$ cat src/fp_multiplier_pkg.sv
package fp_multiplier_pkg;

	// Operation code, a plain level from the decode stage
	typedef logic [5:0] opcode_t;

	// Float multiply
	localparam opcode_t OP_FMUL = 6'h22;
	// Signed integer to float, done as a multiply by 1.0
	localparam opcode_t OP_ITOF = 6'h2a;

	// Biased exponent of a single-precision value
	typedef logic [7:0] exponent_t;

	// Multiplier input
	// Fraction with its hidden bit, or an integer magnitude
	typedef logic [31:0] significand_t;

	// Full unsigned product of two significands
	typedef logic [63:0] product_t;

	// Single-precision word
	// Also carries the two's complement integer operand
	typedef struct packed
	{
		logic sign;
		exponent_t exponent;
		logic [22:0] fraction;
	} float_t;

	// Registered output of the exponent path
	typedef struct packed
	{
		// Result sign
		logic sign;
		// Re-biased result exponent, before normalization
		exponent_t exponent;
		// Two's complement sum of the unbiased exponents wrapped
		logic exponent_overflow;
	} mul_stage1_t;

endpackage

$ cat src/fp_multiplier_stage1.sv
module fp_multiplier_stage1
(
	input logic clk,
	input logic reset,
	input fp_multiplier_pkg::opcode_t operation,
	input fp_multiplier_pkg::float_t operand1,
	input fp_multiplier_pkg::float_t operand2,
	output fp_multiplier_pkg::significand_t multiplicand,
	output fp_multiplier_pkg::significand_t multiplier,
	output fp_multiplier_pkg::mul_stage1_t stage1
);
	import fp_multiplier_pkg::*;

	// Per-operand sign and biased exponent after operation select
	logic sign1;
	logic sign2;
	exponent_t exponent1;
	exponent_t exponent2;

	// Integer operand seen as a raw vector
	significand_t integer_raw;

	// Exponents in two's complement form
	exponent_t unbiased_exponent1;
	exponent_t unbiased_exponent2;
	exponent_t unbiased_sum;
	exponent_t result_exponent;
	logic result_sign;
	logic exponent_overflow;

	assign integer_raw = operand2;

	// First operand
	always_comb
	begin
		if (operation == OP_ITOF)
		begin
			// Stand-in 1.0 with the exponent equal to the bias
			sign1 = 1'b0;
			exponent1 = 8'd127;
			multiplicand = {8'd0, 1'b1, 23'd0};
		end
		else
		begin
			sign1 = operand1.sign;
			exponent1 = operand1.exponent;
			// Zero exponent gives a zero significand so denormals flush
			if (operand1.exponent == 8'd0)
				multiplicand = '0;
			else
				multiplicand = {8'd0, 1'b1, operand1.fraction};
		end
	end

	// Second operand
	always_comb
	begin
		if (operation == OP_ITOF)
		begin
			sign2 = integer_raw[31];
			// Integer value sits 23 places above the binary point
			exponent2 = 8'd150;
			// Magnitude of the integer
			// The most negative value still fits as unsigned
			if (integer_raw[31])
				multiplier = ~integer_raw + 32'd1;
			else
				multiplier = integer_raw;
		end
		else
		begin
			sign2 = operand2.sign;
			exponent2 = operand2.exponent;
			if (operand2.exponent == 8'd0)
				multiplier = '0;
			else
				multiplier = {8'd0, 1'b1, operand2.fraction};
		end
	end

	assign result_sign = sign1 ^ sign2;

	// Remove the bias of 127
	// Flipping the top bit subtracts 128 and the increment adds one back
	assign unbiased_exponent1 = {~exponent1[7], exponent1[6:0]} + 8'd1;
	assign unbiased_exponent2 = {~exponent2[7], exponent2[6:0]} + 8'd1;

	// Product exponent is the sum
	assign unbiased_sum = unbiased_exponent1 + unbiased_exponent2;

	// Same input signs but a different sum sign means the add wrapped
	assign exponent_overflow = (unbiased_exponent1[7] == unbiased_exponent2[7])
		&& (unbiased_sum[7] != unbiased_exponent1[7]);

	// Put the bias back
	assign result_exponent = {~unbiased_sum[7], unbiased_sum[6:0]} - 8'd1;

	// Sign, exponent and overflow travel together to the normalizer
	always_ff @(posedge clk, posedge reset)
	begin
		if (reset)
		begin
			stage1 <= '0;
		end
		else
		begin
			stage1.sign <= result_sign;
			stage1.exponent <= result_exponent;
			stage1.exponent_overflow <= exponent_overflow;
		end
	end

endmodule

$ cat src/fp_significand_multiplier.sv
module fp_significand_multiplier
(
	input logic clk,
	input logic reset,
	input fp_multiplier_pkg::significand_t multiplicand,
	input fp_multiplier_pkg::significand_t multiplier,
	output fp_multiplier_pkg::product_t product
);
	import fp_multiplier_pkg::*;

	// Operands widened to the product width
	product_t wide_multiplicand;
	product_t wide_multiplier;

	// Unregistered product
	product_t full_product;

	// Zero extension, both inputs are unsigned
	assign wide_multiplicand = product_t'(multiplicand);
	assign wide_multiplier = product_t'(multiplier);

	// Full 64-bit product
	// Float multiply uses up to bit 47
	// Integer conversion can reach bit 54
	assign full_product = wide_multiplicand * wide_multiplier;

	// Kept in its own block so the wide multiply can be retimed
	// or swapped for a hard macro
	always_ff @(posedge clk, posedge reset)
	begin
		if (reset)
			product <= '0;
		else
			product <= full_product;
	end

endmodule

$ cat src/fp_multiplier_normalize.sv
module fp_multiplier_normalize
(
	input logic clk,
	input logic reset,
	input fp_multiplier_pkg::mul_stage1_t stage1,
	input fp_multiplier_pkg::product_t product,
	output fp_multiplier_pkg::float_t result
);
	import fp_multiplier_pkg::*;

	// Product has no set bit
	logic product_zero;

	// Bit index of the leading one
	logic [5:0] lead_position;

	// Shift that moves the leading one to bit 63
	logic [5:0] shift_amount;

	// Product with the leading one at the top
	product_t aligned;

	// Exponent with two spare bits, signed so underflow shows
	logic signed [9:0] stage_exponent;
	logic signed [9:0] lead_offset;
	logic signed [9:0] adjusted_exponent;

	// Range checks on the adjusted exponent
	logic exponent_high;
	logic exponent_low;

	// Packed word before the output register
	float_t next_result;

	// Priority search for the leading one
	// Scanning upward, the highest set bit overwrites the others
	always_comb
	begin
		lead_position = 6'd0;
		for (int bit_index = 0; bit_index < 64; bit_index++)
		begin
			if (product[bit_index])
				lead_position = 6'(bit_index);
		end
	end

	assign product_zero = (product == '0);

	// Align so the hidden one lands on bit 63
	assign shift_amount = 6'd63 - lead_position;
	assign aligned = product << shift_amount;

	// Two normalized significands put the binary point at bit 46
	// The leading one position moves the exponent from there
	assign stage_exponent = $signed({2'b00, stage1.exponent});
	assign lead_offset = $signed({4'b0000, lead_position});
	assign adjusted_exponent = stage_exponent + lead_offset - 10'sd46;

	// 255 is reserved for infinity
	assign exponent_high = adjusted_exponent > 10'sd254;

	// Zero and below would be a denormal, flushed to zero
	assign exponent_low = adjusted_exponent < 10'sd1;

	// Result word
	always_comb
	begin
		// Sign survives every special case
		next_result.sign = stage1.sign;
		if (product_zero)
		begin
			// Zero operand or zero integer
			next_result.exponent = 8'd0;
			next_result.fraction = 23'd0;
		end
		else if (stage1.exponent_overflow || exponent_high)
		begin
			// Signed infinity
			next_result.exponent = 8'hff;
			next_result.fraction = 23'd0;
		end
		else if (exponent_low)
		begin
			// Underflow, flushed to signed zero
			next_result.exponent = 8'd0;
			next_result.fraction = 23'd0;
		end
		else
		begin
			next_result.exponent = adjusted_exponent[7:0];
			// 23 bits under the hidden one, the rest truncated
			next_result.fraction = aligned[62:40];
		end
	end

	// Output register, second pipeline edge
	always_ff @(posedge clk, posedge reset)
	begin
		if (reset)
			result <= '0;
		else
			result <= next_result;
	end

endmodule

$ cat src/fp_multiplier.sv
module fp_multiplier
(
	input logic clk,
	input logic reset,
	input fp_multiplier_pkg::opcode_t operation,
	input fp_multiplier_pkg::float_t operand1,
	input fp_multiplier_pkg::float_t operand2,
	output fp_multiplier_pkg::float_t result
);
	import fp_multiplier_pkg::*;

	// Prepared significands, combinational from stage 1
	significand_t multiplicand;
	significand_t multiplier;

	// Registered sign, exponent and overflow
	mul_stage1_t stage1;

	// Registered significand product
	product_t product;

	// Exponent path
	// Also selects between multiply and integer conversion
	fp_multiplier_stage1 stage1_block
	(
		.clk(clk),
		.reset(reset),
		.operation(operation),
		.operand1(operand1),
		.operand2(operand2),
		.multiplicand(multiplicand),
		.multiplier(multiplier),
		.stage1(stage1)
	);

	// Significand multiply, side by side with the exponent register
	fp_significand_multiplier significand_block
	(
		.clk(clk),
		.reset(reset),
		.multiplicand(multiplicand),
		.multiplier(multiplier),
		.product(product)
	);

	// Second stage
	// Both registered halves arrive on the same edge
	fp_multiplier_normalize normalize_block
	(
		.clk(clk),
		.reset(reset),
		.stage1(stage1),
		.product(product),
		.result(result)
	);

endmodule

$ cat config.mk
export PLATFORM = sky130hd
export DESIGN_NAME = fp_multiplier
export DESIGN_NICKNAME = d
export VERILOG_FILES = /design/src/fp_multiplier_pkg.sv /design/src/fp_multiplier_stage1.sv /design/src/fp_significand_multiplier.sv /design/src/fp_multiplier_normalize.sv /design/src/fp_multiplier.sv
export SDC_FILE = /design/constraint.sdc
export NUM_CORES = 2
export LEC_CHECK = 0
export ABC_AREA = 0
export ABC_CLOCK_PERIOD_IN_PS = 13700
export BUFFER_PORTS_ARGS = -buffer_cell sky130_fd_sc_hd__buf_2
export CORE_ASPECT_RATIO = 0.75
export CORE_MARGIN = 3
export CORE_UTILIZATION = 50
export DETAILED_ROUTE_END_ITERATION = 7
export PLACE_DENSITY = 0.76
export RECOVER_POWER = 25
export SYNTH_ARGS = -nofsm -noshare
export SYNTH_HDL_FRONTEND = slang
export SYNTH_SLANG_ARGS = --single-unit
$ cat constraint.sdc
create_clock -name clk -period 13.7 [get_ports clk]
set_clock_uncertainty 0.05 [all_clocks]
set_input_delay 0 -clock clk [delete_from_list [all_inputs] [get_ports clk]]
set_output_delay 0 -clock clk [all_outputs]
set_load 0.005 [all_outputs]
**Word-level counts from Yosys, hierarchy flattened**

Cells that the tools add are included.

- Bits in registers: 106
- Bits in latches: 0
- Memory bits (writable): 0
- ROM bits: 0
- Input port bits: 72
- Output and inout port bits: 32
- Logic and storage cells: 106
- Memories: 0

- $add $sub $neg: 8
- Multipliers: 1
- Div/mod/pow operators: 0
- Magnitude comparators: 2
- Eq/ne operators: 3
- Shift-type cells: 1
- Mux-type cells: 74
- Bitwise logic cells: 5
- Reduce and logical (&&, ||, !) cells: 5

Operators with widths:

| cell | count |
|---|---|
| $mux W6 | 32 |
| $mux W32 | 3 |
| $mux W31 | 3 |
| $mux W5 | 16 |
| $logic_not A64 Y1 | 1 |
| $mul A32 B32 Y64 | 1 |
| $shl A64 B6 Y63 | 1 |
| $mux W24 | 2 |
| $add A32 B1 Y32 const B | 1 |
| $mux W4 | 8 |
| $not A32 Y32 | 1 |
| $add A8 B1 Y8 const B | 2 |
| $logic_not A8 Y1 | 2 |
| $mux W8 | 2 |
| $mux W3 | 4 |
| $gt A10 B9 Y1 const B | 1 |
| $lt A10 B2 Y1 const B | 1 |
| $sub A10 B7 Y10 const B | 1 |
| $add A8 B6 Y9 | 1 |
| $add A8 B8 Y8 | 1 |
| $sub A8 B1 Y8 const B | 1 |
| $eq A6 B6 Y1 const B | 1 |
| $sub A6 B6 Y6 const A | 1 |
| $mux W2 | 2 |
| other kinds (7) | 10 |

**Depth between registers and ports, before layout**

- Word-level depth: 69
- Mapped depth: 36
- Depth with buffers taken out: 33

**By module**

From an unflattened synthesis, not the netlist that was laid out.

- Cells, all modules: 5,189
- Area, all modules: 44,659.1 um^2

By module, submodules not included:

| module | instances | cells an instance | area an instance (um^2) | sequential area each (um^2) |
|---|---|---|---|---|
| fp_significand_multiplier | 1 | 3,801 | 35,168.7 | 1,601.5 |
| fp_multiplier_normalize | 1 | 1,090 | 7,397.1 | 800.8 |
| fp_multiplier_stage1 | 1 | 298 | 2,093.3 | 250.2 |

**Least setup slack after synthesis**

Ideal clock, no wire load.

- Path kind: input port to flip-flop
- Start point: in operation[2]
- End point: reg significand_block.product[38]
- Library setup time: 80 ps
- Data arrival time: 8,350 ps
- Required time: 13,570 ps
- Slack: 5,220 ps
- Stages on the path: 33
- Buffers on the path: 4
- Cells stage by stage: nor4bb_1 > and3b_1 > clkbuf_1 > nor2_1 > nand2_1 > clkbuf_1 > clkbuf_1 > nand3_1 > o21ai_1 > clkbuf_1 > nand2_1 > fa_1 > inv_1 > fa_1 > fa_1 > fa_1 > fa_1 > inv_1 > fa_1 > inv_1 > fa_1 > ha_1 > a21o_1 > a2111o_1 > o2bb2ai_1 > o41ai_1 > nand3_1 > a21o_1 > a21o_1 > a221o_1 > a21o_1 > a21oi_1 > xnor2_1

- Cells in the longest elaborated chain, start to end: 3
- Elaborated cells on any way between the ends: 4
- Classes of those cells: mul: 1; eq/ne: 1; mux: 2

RTL lines:

| item | line | RTL |
|---|---|---|
| start: declaration | fp_multiplier.sv:5 | `input fp_multiplier_pkg::opcode_t operation,` |
| $eq A6 B6 Y1 * | fp_multiplier_stage1.sv:36, fp_multiplier_stage1.sv:58 |  |
| $mux W32 (on tied branches) | fp_multiplier_stage1.sv:36, fp_multiplier_stage1.sv:58 |  |
| $mul A32 B32 Y64 * | fp_significand_multiplier.sv:25 | `assign full_product = wide_multiplicand * wide_multiplier;` |
| via significand_block.full_product[38] | fp_significand_multiplier.sv:16 | `product_t full_product;` |
| end signal: assignment | fp_significand_multiplier.sv:34 | `product <= full_product;` |
| end: declaration | fp_significand_multiplier.sv:7 | `output fp_multiplier_pkg::product_t product` |

The timed path passes the listed nets; every way through them passes the cells marked *.

**Worst setup path after layout**

- Start point: in operand2[7] (netlist bit)
- End point: reg significand_block.product[54]

- Cells in the longest elaborated chain, start to end: 5
- Elaborated cells on any way between the ends: 6
- Classes of those cells: add/sub: 1; mul: 1; mux: 3; bitwise: 1

RTL lines:

| item | line | RTL |
|---|---|---|
| start: declaration | fp_multiplier.sv:7 | `input fp_multiplier_pkg::float_t operand2,` |
| $not A32 Y32 | fp_multiplier_stage1.sv:66 | `multiplier = ~integer_raw + 32'd1;` |
| $add A32 B1 Y32 | fp_multiplier_stage1.sv:66 |  |
| $mux W32 | fp_multiplier_stage1.sv:65 | `if (integer_raw[31])` |
| $mux W32 * | fp_multiplier_stage1.sv:58 | `if (operation == OP_ITOF)` |
| $mul A32 B32 Y64 * | fp_significand_multiplier.sv:25 |  |
| via significand_block.full_product[54] | fp_significand_multiplier.sv:16 |  |

Marked as above.

==> results summary <==
The flow ran to the end, but the final reports show violations. The final reports fail on max-capacitance violations. The slowest cell on the critical path is sky130_fd_sc_hd__mux2i_1.

The critical path data arrival time is between 9 and 10 ns. After Yosys synthesis, XOR and XNOR cells account for approximately 2.6% of the synthesized area. The number of failing setup endpoints in the final timing report is 0. Setup repair after global routing left no endpoint under its margin. The count of pins over their slew limit is 0. The top-level I/O count is 104. The cell area that synthesis handed to floorplanning was between 30000 and 40000 sq um. The total of max-cap violations is 1.

The number of rows in the core area is just under 80. The count of final hold-check violations came out at 0. CTS placed an instance of sky130_fd_sc_hd__clkbuf_16 at the clock tree root. Routability-driven placement finished with a final weighted congestion of between 0.9 and 1.

In this run the deepest clock path goes through 2 buffers. From synthesis to final layout, the design area changed by 7.497%. The core box area is just over 60000 sq um. The register area came out at 2452 sq um. During synthesis, Yosys emitted a total of 0 warnings. Counting flops with a built-in enable in the synthesized netlist gives 0.

The vertical die dimension came out at 221.2 um. The worst-skew pair later-pin latency is ~0.36 ns. The post-synthesis share of cell area spent on and, or, nand and nor gates is between 10% and 20%. The path type of the worst min-delay path is in -> reg. The actual slew at the worst max-slew pin came out at roughly 1.5 ns. The most used flip-flop cell after synthesis is sky130_fd_sc_hd__dfrtp_1. The most used cell along the critical path is sky130_fd_sc_hd__fa_1. The average via count per standard cell is 5.584. The startpoint class of the critical path is a primary input. The library cells used most frequently in the layout, excluding fill and tap cells, are sky130_fd_sc_hd__inv_1 (683), sky130_fd_sc_hd__fa_1 (660), sky130_fd_sc_hd__nand2_1 (521). The synthesized netlist devotes under 10% of its cell area to compound gates.

The startpoint-to-endpoint class of the critical path is in -> reg. The maximum clock frequency is 102.5 MHz. Leaving out fill and tap cells, the most frequent cell in the layout is sky130_fd_sc_hd__inv_1.

The die outline area came out at roughly 65000 sq um. The total global routing overflow is 0. The total of fill cells in the finished design came out at roughly 5600. The first-pass GRT wire length is 140800 um. For this run, the detailed router's first-pass iteration total came to 8.

The reg-to-reg setup timing slack came out at between 7 and 8 ns. TritonCTS built the clock tree. In the synthesized netlist the async set-or-reset flop fraction comes to between 90% and 100%. The final clock period utilization by the worst path is between 70% and 80%. The number of sinks handled by clock tree synthesis came out at about 100.

Detailed routing inserted a total of ~25000 vias. The net total in the final layout is ~4600. The depth of the worst hold-timing path is 4. The multi-input combinational cells in the finished layout cover a total of 25960 sq um. The post-synthesis share of cell area spent on full adders, half adders and majority gates came out at 50.92%. STA classifies the critical path endpoint as a flop. The mean cell area of the mapped netlist is between 8 and 9 sq um.

Entering global routing, the biggest net connects 68 pins. The number of global-route vias before repair is about 26000. The initial utilization of the core area, before any placement, comes to around half. The depth of the worst register-to-register path came out at 20. The clock-pin slew on the worst setup and hold paths is ~0.07 ns.

The flip-flop and latch count after synthesis is around 100. The initial antenna violation count came to 5. The shortest clock period the worst path allows after layout is ~9.8 ns. The sequential share of the synthesized area came out at approximately 7.9%. The residual antenna-violating net count after detailed routing came out at 0.

The count of input and output buffers is slightly above 100. In this run, post-CTS repair resized a total of 0 instances. Global routing consumed, over all layers together, about 28% of the routing resources. The number of CTS-inserted buffers came out at 9. In the routed design, unresolved DRC markers number 0. The number of levels in the clock H-tree is 3. The delay of the slowest cell on the worst path came out at ~1.0 ns. After synthesis, the largest family of logic cells by area is adder cells. The post-CTS setup buffer count came out at 0.

The proportion of layout cells with a drive suffix above 1 is approximately 5.3%. The count of unique library cells instantiated by Yosys came out at 85. Once detailed placement completed, the half-perimeter wirelength came to 73250 um. The first-iteration detailed-routing DRC count came out at around 2400. Wires add up to 87790 um. Adding up every negative setup slack in the final design gives 0 ns.

The worst path required time is 13.89 ns. Of all nets on the critical path, the largest fanout is 12. In this run the tightest slew margin relative to its limit is under 10%. Synthesis produced 3486 cells. The mux contribution to synthesized area came out at 4.359%. Measured along the x axis, the die boundary spans between 200 and 300 um. Dividing the detail-routed wire length by the instance count gives slightly below 20 um.
## logic make-up after synthesis
group,Yosys count
other,2
AO/OA/AOI/OAI,448
multiplexers,131
buffers and inverters,826
XOR/XNOR,90
adder cells (fa/ha/maj),860
flip-flops,98
AND/OR/NAND/NOR,1031
## worst paths after layout
path | to | from
setup / recovery | significand_block.product[54] | operand2[7]
hold / removal | stage1_block.stage1[0] | operand2[30]
setup reg to reg | normalize_block.result[4] | significand_block.product[9]
hold reg to reg | normalize_block.result[31] | stage1_block.stage1[9]
max in group asynchronous | significand_block.product[8] | reset
min in group asynchronous | stage1_block.stage1[9] | reset
## worst max-delay path, delay by kind of cell
family | cells | cell delay (ns)
xor gates and xnor gates | 1 | 0.14
adders and majority gates | 8 | 4.03
and+or+nand+nor | 7 | 2.34
AOI/OAI and AO/OA | 7 | 1.65
muxes | 1 | 1.03
buffers and inverters | 5 | 0.72
## metal layers
| layer | vias up | part of all wire (%) | GRT usage, % |
|---|---|---|---|
| li1 | 11139 | - | - |
| met1 | 12591 | 42 | 39.99 |
| met2 | 1253 | 43 | 40.29 |
| met3 | 145 | 13 | 9.874 |
| met4 | 10 | 2.3 | 6.079 |
| met5 | - | 0.14 | 0.8869 |
## area by class of cell
type	instances	share of cell area, %
multi-input combinational	2744	78.25
sequential	98	7.393
tap	800	3.017
clock inverter	6	0.1282
timing repair buffer	156	2.719
antenna	1	0.007543
inverter	687	7.792
clock buffer	10	0.6902
## synth_stat cells, types with 10 or more instances
| cell type | number | area share [%] |
|---|---|---|
| sky130_fd_sc_hd__ha_1 | 200 | 8.1 |
| sky130_fd_sc_hd__xnor2_1 | 62 | 1.8 |
| sky130_fd_sc_hd__nand3_1 | 46 | 0.75 |
| sky130_fd_sc_hd__inv_1 | 684 | 8.3 |
| sky130_fd_sc_hd__and2_1 | 24 | 0.49 |
| sky130_fd_sc_hd__nor2_1 | 304 | 3.7 |
| sky130_fd_sc_hd__a21o_1 | 37 | 0.90 |
| sky130_fd_sc_hd__mux2_2 | 17 | 0.62 |
| sky130_fd_sc_hd__a21oi_1 | 114 | 1.8 |
| sky130_fd_sc_hd__clkbuf_1 | 113 | 1.4 |
| sky130_fd_sc_hd__o21a_1 | 25 | 0.61 |
| sky130_fd_sc_hd__nor3_1 | 29 | 0.47 |
| sky130_fd_sc_hd__nand4_1 | 11 | 0.22 |
| sky130_fd_sc_hd__nand2_1 | 521 | 6.3 |
| sky130_fd_sc_hd__nor4_1 | 19 | 0.39 |
| sky130_fd_sc_hd__a221oi_1 | 11 | 0.31 |
| sky130_fd_sc_hd__o31ai_1 | 15 | 0.36 |
| sky130_fd_sc_hd__fa_1 | 660 | 43 |
| sky130_fd_sc_hd__xor2_1 | 28 | 0.79 |
| sky130_fd_sc_hd__o211ai_1 | 14 | 0.34 |
| sky130_fd_sc_hd__mux2i_1 | 113 | 3.7 |
| sky130_fd_sc_hd__dfrtp_1 | 98 | 7.9 |
| sky130_fd_sc_hd__o21bai_1 | 19 | 0.46 |
| sky130_fd_sc_hd__a22oi_1 | 32 | 0.78 |
| sky130_fd_sc_hd__nor2b_1 | 11 | 0.22 |
| sky130_fd_sc_hd__a31oi_1 | 10 | 0.20 |
| sky130_fd_sc_hd__nand2b_1 | 18 | 0.36 |
| sky130_fd_sc_hd__o21ai_0 | 61 | 0.99 |
| sky130_fd_sc_hd__buf_2 | 13 | 0.21 |
| sky130_fd_sc_hd__o21ai_1 | 13 | 0.21 |
## registers in the layout, indices dropped and copies added (netlist names)
| signal | flops |
|---|---|
| stage1_block.stage1 | 10 |
| normalize_block.result | 32 |
| significand_block.product | 56 |
## per-stage QoR
| step | utilization [%] | setup slack (ns) | hold slack, ns | cell area, sq um | instances |
|---|---|---|---|---|---|
| 4_1_cts | 54.59 | 4.134 | 0.02207 | 33190 | 4501 |
| 6_report | 54.56 | 3.947 | 0.03239 | 33170 | 4502 |
| 2_1_floorplan | - | 5.220 | 0.09995 | 31540 | 3668 |
| 3_3_place_gp | 54.08 | 3.904 | -0.02919 | 32880 | 4481 |
| 3_5_place_dp | 54.08 | 3.781 | -0.01426 | 32880 | 4481 |
| 5_1_grt | 54.56 | 3.653 | 0.06243 | 33170 | 4502 |
## repair_timing
item                                   4_1_cts  5_1_grt
endpoints found under the hold margin       33        0
setup endpoints to repair                    0        0
hold buffers                                 4        0
Power is not shown: default switching activity piles up to over one toggle a cycle in this logic, so the estimate is an artifact.
